### src/include/pet_macros.svh
// PET loader constants
// Memory map, zero-page pointers, download index codes and divider terms

`ifndef PET_MACROS_SVH
`define PET_MACROS_SVH

////////////////////
// Memory map
////////////////////

// Exclusive top of PRG data and of the ROM window
`define PET_PRG_LIMIT     16'h8000

// First ROM image offset that is copied
`define PET_ROM_BASE      16'h0400

// Added to a ROM image offset to form the PET address
`define PET_ROM_OFFSET    16'h8000

// Zero-page end-of-program pointer
`define PET_PTR_LO        16'h002A
`define PET_PTR_HI        16'h002B

////////////////////
// Download index codes
////////////////////

`define PET_IDX_ROM_A     8'h00
`define PET_IDX_ROM_B     8'h02
`define PET_IDX_PRG       8'h41

////////////////////
// Clocking and reset
////////////////////

// Video phase counter width, one video pixel per 8 system clocks
`define PET_CE7_DIV_BITS  3

// Last count of the reset settle counter
`define PET_RESET_SETTLE  4'd14

// CPU divider terms, enable period is term + 1
`define PET_RATE_NORMAL   7'd55
`define PET_RATE_FAST     7'd45
`define PET_RATE_TURBO    7'd34
`define PET_RATE_TURBOP   7'd24

`endif

### src/design/pet_dl_pkg.sv
// Download package
// Address, byte and download kind types shared by the loader blocks

package pet_dl_pkg;

	////////////////////
	// Data types
	////////////////////

	// Address on the PET side of the DMA port
	typedef logic [15:0] pet_addr_t;

	// One download or memory byte
	typedef logic [7:0] pet_byte_t;

	////////////////////
	// Download kind
	////////////////////

	// What the active download is used for
	typedef enum logic [1:0] {
		// No download, or an index the core ignores
		DL_NONE = 2'd0,
		// ROM image, copied into the upper half of memory
		DL_ROM  = 2'd1,
		// Program file with a two-byte load address in front
		DL_PRG  = 2'd2
	} dl_kind_t;

endpackage

### src/design/pet_clk_pkg.sv
// Clock enable package
// CPU speed selection and divider count types

package pet_clk_pkg;

	////////////////////
	// CPU speed
	////////////////////

	// Selected CPU clock rate, slowest first
	typedef enum logic [1:0] {
		SPD_NORMAL = 2'd0,
		SPD_FAST   = 2'd1,
		SPD_TURBO  = 2'd2,
		SPD_TURBOP = 2'd3
	} cpu_speed_t;

	////////////////////
	// Divider
	////////////////////

	// Count of the CPU enable divider, wide enough for the slowest term
	typedef logic [6:0] cpu_div_t;

endpackage

### src/design/pet_clk_enables.sv
// Clock enable generator
// Video phase enables from a divide-by-8 counter and a CPU enable
// with four selectable divisor terms

`include "pet_macros.svh"

module pet_clk_enables (
	input  logic                   clk_sys,
	input  logic                   initRESET,
	input  pet_clk_pkg::cpu_speed_t cpu_speed_i,
	output logic                   ce_7mp_o,
	output logic                   ce_7mn_o,
	output logic                   ce_1m_o
);

	import pet_clk_pkg::*;

	logic [`PET_CE7_DIV_BITS-1:0] phase;
	cpu_div_t                     cpu_div;
	cpu_div_t                     cpu_rate;
	cpu_div_t                     rate_sel;

	////////////////////
	// Video phase
	////////////////////

	// Positive phase at count zero, negative phase half a period later
	always_ff @(posedge clk_sys) begin
		if (initRESET) begin
			phase    <= '0;
			ce_7mp_o <= 1'b0;
			ce_7mn_o <= 1'b0;
		end else begin
			phase    <= phase + 1'b1;
			ce_7mp_o <= (phase == '0);
			ce_7mn_o <= (phase == {1'b1, {(`PET_CE7_DIV_BITS-1){1'b0}}});
		end
	end

	////////////////////
	// CPU enable
	////////////////////

	// Divisor term for the selected speed
	always_comb begin
		unique case (cpu_speed_i)
			SPD_NORMAL: rate_sel = `PET_RATE_NORMAL;
			SPD_FAST:   rate_sel = `PET_RATE_FAST;
			SPD_TURBO:  rate_sel = `PET_RATE_TURBO;
			default:    rate_sel = `PET_RATE_TURBOP;
		endcase
	end

	// New speed only picked up at the wrap
	always_ff @(posedge clk_sys) begin
		if (initRESET) begin
			cpu_div  <= '0;
			cpu_rate <= `PET_RATE_NORMAL;
			ce_1m_o  <= 1'b0;
		end else begin
			if (cpu_div == cpu_rate) begin
				cpu_div  <= '0;
				cpu_rate <= rate_sel;
			end else begin
				cpu_div <= cpu_div + 1'b1;
			end
			ce_1m_o <= (cpu_div == '0);
		end
	end

	// Video phases are half a period apart
	a_phase_excl: assert property (@(posedge clk_sys) disable iff (initRESET)
		!(ce_7mp_o && ce_7mn_o));

endmodule

### src/design/pet_reset_seq.sv
// Core reset sequencer
// Holds the core in reset until a settle count has run out,
// and for the whole of a ROM download

`include "pet_macros.svh"

module pet_reset_seq (
	input  logic clk_sys,
	input  logic initRESET,
	input  logic reset_req_i,
	input  logic rom_active,
	output logic core_reset_o
);

	logic [3:0] settle_cnt;
	logic       hold;

	// Restart on any reset source, release one cycle after the last count
	always_ff @(posedge clk_sys) begin
		if (initRESET || reset_req_i) begin
			settle_cnt <= '0;
			hold       <= 1'b1;
		end else if (settle_cnt != `PET_RESET_SETTLE) begin
			settle_cnt <= settle_cnt + 1'b1;
			hold       <= 1'b1;
		end else begin
			hold <= 1'b0;
		end
	end

	// A new ROM must not be run while it is being written
	assign core_reset_o = hold | reset_req_i | rom_active;

endmodule

### src/design/pet_load_fsm.sv
// Download control FSM
// Classifies the host download by index and sequences the two
// end-of-program pointer writes after a PRG download

`include "pet_macros.svh"

module pet_load_fsm (
	input  logic                  clk_sys,
	input  logic                  initRESET,
	input  logic                  ioctl_download_i,
	input  pet_dl_pkg::pet_byte_t ioctl_index_i,
	output logic                  prg_active,
	output logic                  rom_active,
	output logic                  ptr_lo_stb,
	output logic                  ptr_hi_stb
);

	import pet_dl_pkg::*;

	// PTR_LO and PTR_HI are the cycles the pointer bytes sit on the DMA port
	typedef enum logic [2:0] {
		IDLE    = 3'd0,
		PRG_RX  = 3'd1,
		ROM_RX  = 3'd2,
		PTR_LO  = 3'd3,
		PTR_GAP = 3'd4,
		PTR_HI  = 3'd5
	} load_state_t;

	load_state_t state;
	load_state_t state_nxt;
	load_state_t entry;
	dl_kind_t    kind;

	////////////////////
	// Index decode
	////////////////////

	always_comb begin
		kind = DL_NONE;
		if (ioctl_download_i) begin
			if (ioctl_index_i == `PET_IDX_ROM_A || ioctl_index_i == `PET_IDX_ROM_B)
				kind = DL_ROM;
			else if (ioctl_index_i == `PET_IDX_PRG)
				kind = DL_PRG;
		end
	end

	// Receive state for a download that starts now
	assign entry = (kind == DL_PRG) ? PRG_RX :
	               (kind == DL_ROM) ? ROM_RX : IDLE;

	////////////////////
	// State machine
	////////////////////

	always_comb begin
		state_nxt = state;
		unique case (state)
			IDLE:    state_nxt = entry;
			PRG_RX:  if (!ioctl_download_i) state_nxt = PTR_LO;
			ROM_RX:  if (!ioctl_download_i) state_nxt = IDLE;
			// A fresh download drops the rest of the pointer sequence
			PTR_LO:  state_nxt = ioctl_download_i ? entry : PTR_GAP;
			PTR_GAP: state_nxt = ioctl_download_i ? entry : PTR_HI;
			PTR_HI:  state_nxt = entry;
			default: state_nxt = IDLE;
		endcase
	end

	always_ff @(posedge clk_sys) begin
		if (initRESET)
			state <= IDLE;
		else
			state <= state_nxt;
	end

	// Decoded from the level so the first strobe of a download is caught
	assign prg_active = (kind == DL_PRG);
	assign rom_active = (kind == DL_ROM);

	// One cycle ahead of the write they request
	assign ptr_lo_stb = (state == PRG_RX) && !ioctl_download_i;
	assign ptr_hi_stb = (state == PTR_GAP) && !ioctl_download_i;

	a_ptr_idle: assert property (@(posedge clk_sys) disable iff (initRESET)
		(ptr_lo_stb || ptr_hi_stb) |-> !prg_active);

endmodule

### src/design/pet_dma_writer.sv
// DMA write path
// Holds the PRG load address, maps ROM image offsets into memory and
// drives the registered DMA write port

`include "pet_macros.svh"

module pet_dma_writer (
	input  logic                  clk_sys,
	input  logic                  initRESET,
	input  logic                  prg_active,
	input  logic                  rom_active,
	input  logic                  ptr_lo_stb,
	input  logic                  ptr_hi_stb,
	input  logic                  ioctl_wr_i,
	input  logic [24:0]           ioctl_addr_i,
	input  pet_dl_pkg::pet_byte_t ioctl_dout_i,
	output pet_dl_pkg::pet_addr_t dma_addr_o,
	output pet_dl_pkg::pet_byte_t dma_data_o,
	output logic                  dma_we_o
);

	import pet_dl_pkg::*;

	pet_addr_t load_addr;
	pet_addr_t addr_nxt;
	pet_byte_t data_nxt;
	logic      hdr_lo;
	logic      hdr_hi;
	logic      prg_wr;
	logic      rom_wr;
	logic      rom_window;
	logic      wr_any;

	////////////////////
	// Write decode
	////////////////////

	// First two PRG bytes carry the load address
	assign hdr_lo = prg_active && ioctl_wr_i && (ioctl_addr_i == 25'd0);
	assign hdr_hi = prg_active && ioctl_wr_i && (ioctl_addr_i == 25'd1);
	assign prg_wr = prg_active && ioctl_wr_i && (ioctl_addr_i > 25'd1)
	                && (load_addr < `PET_PRG_LIMIT);

	assign rom_window = (ioctl_addr_i >= 25'(`PET_ROM_BASE))
	                    && (ioctl_addr_i < 25'(`PET_PRG_LIMIT));
	assign rom_wr = rom_active && ioctl_wr_i && rom_window;

	assign wr_any = prg_wr | rom_wr | ptr_lo_stb | ptr_hi_stb;

	always_comb begin
		addr_nxt = load_addr;
		data_nxt = ioctl_dout_i;
		if (rom_wr) begin
			addr_nxt = ioctl_addr_i[15:0] + `PET_ROM_OFFSET;
		end else if (ptr_lo_stb) begin
			addr_nxt = `PET_PTR_LO;
			data_nxt = load_addr[7:0];
		end else if (ptr_hi_stb) begin
			addr_nxt = `PET_PTR_HI;
			data_nxt = load_addr[15:8];
		end
	end

	////////////////////
	// Registers
	////////////////////

	always_ff @(posedge clk_sys) begin
		if (initRESET)
			dma_we_o <= 1'b0;
		else
			dma_we_o <= wr_any;
	end

	// Load address stops at the limit, which is the pointer value left behind
	always_ff @(posedge clk_sys) begin
		if (hdr_lo)
			load_addr[7:0] <= ioctl_dout_i;
		if (hdr_hi)
			load_addr[15:8] <= ioctl_dout_i;
		if (prg_wr)
			load_addr <= load_addr + 1'b1;
		if (wr_any) begin
			dma_addr_o <= addr_nxt;
			dma_data_o <= data_nxt;
		end
	end

	a_single_we: assert property (@(posedge clk_sys) disable iff (initRESET)
		ioctl_wr_i ##1 !(ioctl_wr_i || ptr_lo_stb || ptr_hi_stb) |=> !dma_we_o);

endmodule

### src/design/pet_loader_top.sv
// PET loader top level
// Clock enables, core reset and the host download to DMA path

module pet_loader_top (
	input  logic                    clk_sys,
	input  logic                    initRESET,
	input  logic                    reset_req_i,
	input  pet_clk_pkg::cpu_speed_t cpu_speed_i,
	input  logic                    ioctl_download_i,
	input  pet_dl_pkg::pet_byte_t   ioctl_index_i,
	input  logic                    ioctl_wr_i,
	input  logic [24:0]             ioctl_addr_i,
	input  pet_dl_pkg::pet_byte_t   ioctl_dout_i,
	output logic                    ce_7mp_o,
	output logic                    ce_7mn_o,
	output logic                    ce_1m_o,
	output logic                    core_reset_o,
	output pet_dl_pkg::pet_addr_t   dma_addr_o,
	output pet_dl_pkg::pet_byte_t   dma_data_o,
	output logic                    dma_we_o
);

	logic prg_active;
	logic rom_active;
	logic ptr_lo_stb;
	logic ptr_hi_stb;

	pet_clk_enables u_clk_enables (
		.clk_sys     (clk_sys),
		.initRESET   (initRESET),
		.cpu_speed_i (cpu_speed_i),
		.ce_7mp_o    (ce_7mp_o),
		.ce_7mn_o    (ce_7mn_o),
		.ce_1m_o     (ce_1m_o)
	);

	pet_reset_seq u_reset_seq (
		.clk_sys      (clk_sys),
		.initRESET    (initRESET),
		.reset_req_i  (reset_req_i),
		.rom_active   (rom_active),
		.core_reset_o (core_reset_o)
	);

	pet_load_fsm u_load_fsm (
		.clk_sys          (clk_sys),
		.initRESET        (initRESET),
		.ioctl_download_i (ioctl_download_i),
		.ioctl_index_i    (ioctl_index_i),
		.prg_active       (prg_active),
		.rom_active       (rom_active),
		.ptr_lo_stb       (ptr_lo_stb),
		.ptr_hi_stb       (ptr_hi_stb)
	);

	pet_dma_writer u_dma_writer (
		.clk_sys      (clk_sys),
		.initRESET    (initRESET),
		.prg_active   (prg_active),
		.rom_active   (rom_active),
		.ptr_lo_stb   (ptr_lo_stb),
		.ptr_hi_stb   (ptr_hi_stb),
		.ioctl_wr_i   (ioctl_wr_i),
		.ioctl_addr_i (ioctl_addr_i),
		.ioctl_dout_i (ioctl_dout_i),
		.dma_addr_o   (dma_addr_o),
		.dma_data_o   (dma_data_o),
		.dma_we_o     (dma_we_o)
	);

endmodule

### config.mk
export PLATFORM = sky130hd
export DESIGN_NAME = pet_loader_top
export DESIGN_NICKNAME = d
export VERILOG_FILES = /design/src/design/pet_dl_pkg.sv /design/src/design/pet_clk_pkg.sv /design/src/design/pet_clk_enables.sv /design/src/design/pet_reset_seq.sv /design/src/design/pet_load_fsm.sv /design/src/design/pet_dma_writer.sv /design/src/design/pet_loader_top.sv
export VERILOG_INCLUDE_DIRS = /design/src /design/src/include
export SDC_FILE = /design/constraint.sdc
export NUM_CORES = 1
export LEC_CHECK = 0
export BUFFER_PORTS_ARGS = -buffer_cell sky130_fd_sc_hd__buf_2
export CORE_MARGIN = 10
export CORE_UTILIZATION = 32
export CTS_BUF_LIST = sky130_fd_sc_hd__clkbuf_8
export DETAILED_ROUTE_END_ITERATION = 6
export PLACE_DENSITY = 0.63
export SLEW_MARGIN = 20
export SYNTH_ARGS = -nofsm -noshare
export SYNTH_HDL_FRONTEND = slang
export SYNTH_SLANG_ARGS = --single-unit
### constraint.sdc
create_clock -name clk_sys -period 4.8 [get_ports clk_sys]
set_clock_uncertainty 0.2 [all_clocks]
set_input_delay 1.44 -clock clk_sys [delete_from_list [all_inputs] [get_ports clk_sys]]
set_output_delay 1.44 -clock clk_sys [all_outputs]
set_load 0.01 [all_outputs]
Yosys cells after proc, flatten, opt, wreduce, memory -nomap -nowiden --
Cells that the tools add are included.
Storage, ports and cells: register bits after elaboration 69, output and inout bits 29, logic and storage cells 90, input bits 48
Cells by class: $add $sub $neg 5, equal/unequal tests 17, bitwise gates (word level) 5, reduce and logical (&&, ||, !) cells 24, $lt $le $gt $ge 4, multiplexer cells 21
Operator list (number):
- $mux W16 | 4
- $mux W8 | 5
- $eq A25 B1 Y1 const B | 1
- $ge A25 B11 Y1 const B | 1
- $gt A25 B1 Y1 const B | 1
- $logic_not A25 Y1 | 1
- $lt A25 B16 Y1 const B | 1
- $pmux W6 S3 | 1
- $add A16 B1 Y16 const B | 1
- $add A16 B16 Y16 const B | 1
- $lt A16 B16 Y1 const B | 1
- $mux W3 | 5
- $pmux W3 S5 | 1
- $logic_and A1 B1 Y1 | 10
- $eq A3 B3 Y1 const B | 3
- $eq A8 B2 Y1 const B | 1
- $eq A8 B7 Y1 const B | 1
- $logic_not A8 Y1 | 1
- $mux W2 | 4
- $add A7 B1 Y7 const B | 1
- $eq A7 B7 Y1 | 1
- $logic_not A7 Y1 | 1
- $eq A3 B2 Y1 const B | 2
- $logic_not A3 Y1 | 2
- 15 further kinds | 25

Logic depth before layout (Yosys ltp) --
Gate-level depths: netlist of run 1.
depth after elaboration 11, depth in mapped cells 6, mapped depth without buffers 6

Modules after synthesis --
From an unflattened synthesis of run 1, not the netlist that was laid out.
Second synthesis, totals: cell total of the unflattened synthesis 359, area total of the unflattened synthesis 3722.3 µm²
Modules (own cells, without submodules):
- pet_dma_writer | instances 1, area an instance 2394.8 µm², seq. area each 1221.2 µm², cells an instance 221
- pet_clk_enables | instances 1, area an instance 814.5 µm², seq. area each 360.3 µm², cells an instance 85
- pet_reset_seq | instances 1, area an instance 285.3 µm², seq. area each 100.1 µm², cells an instance 27
- pet_load_fsm | instances 1, area an instance 227.7 µm², seq. area each 60.1 µm², cells an instance 26

Least setup slack after synthesis of run 1 --
OpenSTA, ideal clock, no wires.
kind input to output, start point input port ioctl_index_i[3], end point output port core_reset_o, stages 3, slack 821 ps, required time 3160 ps, arrival time 2339 ps, path buffers 0, path through or4_4 > nor4_1 > or3_1
On the way: word-level cells in the longest chain between the ends 6, elaborated cells between the ends (all ways) 9, those cells by class eq/ne (3); mux (3); bitwise (1); reduce/logical (2)
RTL lines:
- start, declared | line pet_loader_top.sv:10 | input pet_dl_pkg::pet_byte_t ioctl_index_i,
- $eq A8 B7 Y1 (no source line), or another cell as far along
- $mux W2 / $logic_or A1 B1 Y1 (equally long branches)
- $mux W2 (*) | line pet_load_fsm.sv:42 | if (ioctl_index_i == `PET_IDX_ROM_A || ioctl_index_i == `PET_IDX_ROM_B)
- $mux W2 (*) | line pet_load_fsm.sv:41 | if (ioctl_download_i) begin
- $eq A2 B1 Y1 (*) | line pet_load_fsm.sv:80 | assign rom_active = (kind == DL_ROM);
- $or A1 B1 Y1 (*) | line pet_reset_seq.sv:32 | assign core_reset_o = hold | reset_req_i | rom_active;
- end, declared | line pet_loader_top.sv:17 | output logic core_reset_o,
Mark *: on every way between the ends. The rest lies on a longest branch, timed or not.

Final worst setup path of run 1 --
Same ends and word-level chain as after synthesis.

==> results of run 1 <==
kinds of logic after synthesis:
| kind of cell | after synthesis | synth area share (%) |
|---|---|---|
| DFF | 67 | 49.0 |
| buffers and inverters | 37 | 4.86 |
| AOI/OAI and AO/OA | 37 | 6.62 |
| adders and majority gates | 11 | 3.87 |
| and+or+nand+nor | 119 | 17.8 |
| xor gates and xnor gates | 23 | 5.66 |
| muxes | 38 | 12.2 |
power breakdown:
part	total [mW]	switching, mW	internal [mW]
sequential	0.619	0.00596	0.613
clock	0.560	0.217	0.344
combinational	0.0700	0.0341	0.0360
total	1.25	0.257	0.993
final timing paths:
path / from / to / slack [ps]
max: ioctl_index_i[3] / core_reset_o / 400
min: u_clk_enables.phase[0] / u_clk_enables.phase[0] / 270
max reg2reg: u_load_fsm.state[2] / u_dma_writer.dma_addr_o[11] / 2670
min reg2reg: u_clk_enables.phase[0] / u_clk_enables.phase[0] / 270
metrics by stage:
stage	total power [mW]	instance area, um2	utilization, %
2_1_floorplan	0.666	3560	-
3_3_place_gp	0.700	4100	37.8
3_5_place_dp	0.703	4100	37.8
4_1_cts	1.27	4340	40.0
5_1_grt	1.31	4340	40.0
6_report	1.25	4340	40.0
layout make-up:
cell class	count	area [um2]
multi-input cells	228	1650
fillers	1055	6500
flip-flops and latches	67	1740
clock buffers	9	124
clock inverters	7	116
repair buffers	84	440
diodes	1	2.50
well taps	140	175
inverters	23	86.3
registers in the layout, indices dropped and copies added, names as in the netlist:
register / count
u_load_fsm.state: 3
u_reset_seq.hold: 1
u_clk_enables.ce_7mn_o: 1
u_dma_writer.load_addr: 16
u_clk_enables.phase: 3
u_clk_enables.ce_7mp_o: 1
u_reset_seq.settle_cnt: 4
u_clk_enables.ce_1m_o: 1
u_clk_enables.cpu_div: 7
u_dma_writer.dma_data_o: 8
u_dma_writer.dma_we_o: 1
u_clk_enables.cpu_rate: 5
u_dma_writer.dma_addr_o: 16
worst max-delay path, stage by stage:
cell,delay (ps)
buf_2,100
or4_4,550
nor4_1,370
or3_1,170
buf_2,130
metal layers:
layer,part of all wire [%],wire (um),GRT usage [%]
met3,7.0,604,4.77
met2,44,3820,16.8
met5,0.15,13,0
met4,1.2,106,3.46
met1,47,4040,13.8
Yosys cell counts (all sizes together):
master	number	share of area [%]
nor3b	1	0.21
nor2	18	1.9
nor2b	1	0.18
inv	23	2.4
xnor2	13	3.2
and4	3	0.74
o311a	1	0.28
nand2	30	3.2
clkbuf	8	0.84
and3	6	1.1
a21oi	4	0.56
nand4b	1	0.25
a211oi	4	0.84
mux2i	21	5.9
nor4	12	2.3
ha	11	3.9
nor3	15	2.3
dfxtp	27	15
o211ai	2	0.42
o311ai	3	0.74
buf	6	1.6
or3	7	1.3
nand3	12	1.7
or4	1	0.32
and2	1	0.18
a31oi	4	0.70
nand3b	1	0.21
o21bai	1	0.21
o21ai	15	2.1
a2111oi	2	0.49
mux2	17	6.3
nand2b	2	0.35
a211o	1	0.25
nor4b	2	0.49
xor2	10	2.5
edfxtp	40	34
nand4	6	1.2
placed cells by master, fill, tap and decap left out, types with 11 or more instances in the layout:
| master | count |
|---|---|
| buf_2 | 76 |
| dfxtp_1 | 27 |
| edfxtp_1 | 40 |
| ha_1 | 11 |
| inv_1 | 23 |
| mux2i_1 | 21 |
| nand2_1 | 30 |
| nand3_1 | 12 |
| nor2_1 | 18 |
| nor3_1 | 14 |
| nor4_1 | 11 |
| o21ai_0 | 15 |
| xnor2_1 | 13 |
==> out/metrics.cfg, run 1 <==
[power]
power_density_mw_per_mm2 = 288
vdd_ir_drop_max_mv = 0.142
leakage_nw = 1.80

[final_layout]
final_layout_size_suffix_gt1_share_pct = 29.4
nNetsFinal = 472
final_cell_count_no_fill = 559
area_growth_pct = 22.1

[grt]
antenna_found_initial = 2
grt_max_degree = 25
first_global_vias = 2808
grt_first_pass_wirelength_um = 14300
grt_use_total_pct = 11.0
gr-total-overflow = 0

[status]
status = finished clean

[sta]
fmax_mhz = 227
setup_violations = 0
hold_slack_ps = 266
min_period_over_period_pct = 91.7
period_minus_slack_ps = 4400
max_slew_margin_pct = 47.9
fin_tns_setup_ps = 0
rsz0062_at_grt = no
worst_pin_slew_ps = 771
maxSlewViolCount = 0
setup_ws_ps = 400
hold_viol = 0

[yosys]
synth_seq_cells = 67
synth.avg_cell_area_um2 = 10.7
synth_nets = 391
yosysWarnings = 0
synth_cell_types = 45
synthesis.area_mm2 = 0.00356
synthCells = 332
seq_area_frac_synth_pct = 49.0

[die]
row_count = 38
die_h_um = 125
die_w_um = 125
ioPinCount = 77
die_area_mm2 = 0.0157
initial_core_util_pct = 32.8
core_area_mm2 = 0.0108

[place]
portBuffers = 76
globalplace.congestion = 0.843
pre_cts_slack_ps = 354
hpwl_um = 6640
dp_cells = 542

[drt]
wl_per_cell_um = 15.4
drt_pass1_iterations = 6
routed_wirelength_um = 8580
drc = 0
first_iter_violations = 154
vias_per_cell = 4.91
vias = 2744
drtAntennaViolNets = 0

[cts]
cts.sinks = 67
h-tree-depth = 3
cts_root_buf = clkbuf_8
clkTransAtPathRegs_ps = 70
cts_tree = yes
ctsResizeCount = 0
clock_path_buffers = 2
cts_hold_repair.buffers = 0
clkLatencyLatePin_ps = 350
cts_setup_buffers = 0
numCtsBuffers = 9

[job]
maxCapViolCount = 0

[critical_path]
critPathMaxFanout = 3
criticalPathCategory = in2out
cp-end-kind = output port
cp.arrival_ps = 2760
worstRegToRegCells = 6
required_ps = 3160
startpoint_type = primary input

[hold_path]
min-delay-path-class = reg2reg
hold_depth = 1

Note: power is estimated with default switching activity, not from simulation.
==> inputs of run 2 (changes only) <==
--- a/config.mk
+++ b/config.mk
@@ -12,4 +12,5 @@
 export CTS_BUF_LIST = sky130_fd_sc_hd__clkbuf_8
 export DETAILED_ROUTE_END_ITERATION = 6
+export GPL_TIMING_DRIVEN = 0
 export PLACE_DENSITY = 0.63
 export SLEW_MARGIN = 20
--- a/constraint.sdc
+++ b/constraint.sdc
@@ -3,3 +3,3 @@
 set_input_delay 1.44 -clock clk_sys [delete_from_list [all_inputs] [get_ports clk_sys]]
 set_output_delay 1.44 -clock clk_sys [all_outputs]
-set_load 0.01 [all_outputs]
+set_load 0.1 [all_outputs]
==> out/metrics.cfg, run 2 (same netlist as run 1, synthesis figures left out) <==
[status]
status = finished clean  ; unchanged

[sta]
max_slew_margin_pct = 39.0  ; was 47.9%
hold_slack_ps = 256  ; was 266 ps
period_minus_slack_ps = 4550  ; was 4400 ps
fin_tns_setup_ps = 0  ; unchanged
setup_violations = 0  ; unchanged
hold_viol = 0  ; unchanged
rsz0062_at_grt = no  ; unchanged
worst_pin_slew_ps = 903  ; was 771 ps
maxSlewViolCount = 0  ; unchanged
fmax_mhz = 220  ; was 227 MHz
min_period_over_period_pct = 94.8  ; was 91.7%

[place]
hpwl_um = 6870  ; was 6640 um
portBuffers = 76  ; unchanged
globalplace.congestion = 0.841  ; was 0.843

[critical_path]
crit_buf_inv = 2  ; unchanged
slowest_delay_ps = 560  ; was 550 ps
critPathMaxFanout = 3  ; unchanged
criticalPathCategory = in2out  ; unchanged
r2r_slack_ps = 2130  ; was 2670 ps
cp-end-kind = output port  ; unchanged
crit_top_cell = buf_2  ; unchanged
timing.rr.start = u_load_fsm.state[0]  ; was u_load_fsm.state[2]
crit_slowest_cell = or4_4  ; unchanged
cp.arrival_ps = 2910  ; was 2760 ps
crit_start = ioctl_index_i[3]  ; unchanged
crit_chain = buf_2 > or4_4 > nor4_2 > or3_1 > buf_2  ; was buf_2 > or4_4 > nor4_1 > or3_1 > buf_2
startpoint_type = primary input  ; unchanged
required_ps = 3160  ; about the same
r2r_end = u_dma_writer.dma_data_o[3]  ; was u_dma_writer.dma_addr_o[11]
worstRegToRegCells = 4  ; was 6
path_delay_family = simple AND/OR/NAND/NOR gates  ; unchanged

[cts]
cts_setup_buffers = 0  ; unchanged
clkTransAtPathRegs_ps = 70  ; about the same
numCtsBuffers = 9  ; unchanged
h-tree-depth = 3  ; unchanged
cts_root_buf = clkbuf_8  ; unchanged
cts.sinks = 67  ; unchanged
clkLatencyLatePin_ps = 340  ; was 350 ps
cts_tree = yes  ; unchanged
clock_path_buffers = 2  ; unchanged

[drt]
wl_per_cell_um = 15.5  ; was 15.4 um
drt_pass1_iterations = 4  ; was 6
vias = 2787  ; was 2744
routed_wirelength_um = 8770  ; was 8580 um
drc = 0  ; unchanged
drtAntennaViolNets = 0  ; unchanged
first_iter_violations = 174  ; was 154
vias_per_cell = 4.92  ; was 4.91

[power]
p_sw_uw = 275  ; was 257 uW
combPwrFrac_pct = 7.7  ; was 5.6%
total_power_mw = 1.11  ; was 1.25 mW
p_sw_share_pct = 24.8  ; was 20.6%
clkPwrFrac_pct = 36.4  ; was 44.9%
p_seq_share_pct = 55.8  ; was 49.5%
vdd_ir_drop_max_mv = 0.0924  ; was 0.142 mV
power_density_mw_per_mm2 = 257  ; was 288 mW/mm2
leakage_nw = 1.77  ; was 1.80 nW
p_int_uw = 833  ; was 993 uW

[final_layout]
final_layout_size_suffix_gt1_share_pct = 28.9  ; was 29.4%
nNetsFinal = 479  ; was 472
area_growth_pct = 21.2  ; was 22.1%
mostFrequentLayoutCell = buf_2  ; unchanged
reg_top3 = u_dma_writer.dma_addr_o (16), u_dma_writer.load_addr (16), u_dma_writer.dma_data_o (8)  ; unchanged
final_cell_mix = buf_2 (78), edfxtp_1 (40), nand2_1 (30), dfxtp_1 (27), inv_1 (23)  ; was buf_2 (76), edfxtp_1 (40), nand2_1 (30), dfxtp_1 (27), inv_1 (23)
post-route-util_pct = 39.8  ; was 40.0%
final.fill_count = 1087  ; was 1055

[die]
die_h_um = 125  ; unchanged
initial_core_util_pct = 32.8  ; unchanged
die_area_mm2 = 0.0157  ; unchanged
die_w_um = 125  ; unchanged
ioPinCount = 77  ; unchanged
core_area_mm2 = 0.0108  ; unchanged
row_count = 38  ; unchanged

[grt]
grt_first_pass_wirelength_um = 14100  ; was 14300 um
first_global_vias = 2747  ; was 2808
gr-total-overflow = 0  ; unchanged
grt_max_degree = 25  ; unchanged
antenna_found_initial = 2  ; unchanged
grt_use_total_pct = 10.9  ; was 11.0%

[hold_path]
holdPathEnd = u_clk_enables.phase[0]  ; unchanged
min_from = u_clk_enables.phase[0]  ; unchanged
min-delay-path-class = reg2reg  ; unchanged
hold_depth = 1  ; unchanged

[job]
maxCapViolCount = 0  ; unchanged

## run 2: worst register-to-register path, cell delays in order, from the launching register on
cell and delay [ps]:
dfxtp_1 350, nor4b_1 760, nor2_1 210, clkbuf_1 280
nand3_2 510
## run 2: how the worst max path moves through the flow
stage | to | depth (start not counted) | slack [ps]
3_3_place_gp | core_reset_o | 5 | 50
3_5_place_dp | core_reset_o | 5 | 60
6_report | core_reset_o | 5 | 250
4_1_cts | core_reset_o | 5 | 50
2_1_floorplan | core_reset_o | 3 | 260
5_1_grt | core_reset_o | 5 | 130
## run 2: power groups by stage
stage | Clock, mW | Combinational (mW) | Sequential [mW]
6_report | 0.404 | 0.0853 | 0.619
5_1_grt | 0.446 | 0.0964 | 0.620
4_1_cts | 0.418 | 0.0864 | 0.619
3_5_place_dp | 0 | 0.0860 | 0.632
3_3_place_gp | 0 | 0.0839 | 0.631
2_1_floorplan | 0 | 0.0348 | 0.646
## run 2: metal layers
metal / GRT usage, % / share of wire [%]
met5: 0 / 0.15
met4: 3.25 / 1.1
met3: 4.14 / 7.3
met2: 16.3 / 43
met1: 14.4 / 49
## run 2: cell type report
cell class | count | area, um2 | share of cell area (%)
well taps | 140 | 175 | 4.06
inverters | 23 | 86.3 | 2.00
clock inverters | 7 | 43.8 | 1.02
clock buffers | 9 | 124 | 2.87
multi-input cells | 228 | 1660 | 38.6
flip-flops and latches | 67 | 1740 | 40.4
repair buffers | 77 | 388 | 9.00
plain buffers | 14 | 86.3 | 2.00
diodes | 1 | 2.50 | 0.0581
## run 2: stage by stage
stage	instances	instance area (um2)	setup slack (ps)
floorplan	332	3560	261
global placement	548	4110	51.4
detailed placement	549	4130	61.5
CTS	565	4300	46.7
global route	565	4310	130
finish	566	4310	247
## run 2: what timing repair did
item | 4_1_cts | 5_1_grt
resized for setup | 0 | 1
hold buffers | 0 | 0
hold endpoints to repair | 0 | 0
setup endpoints to repair | 0 | 1
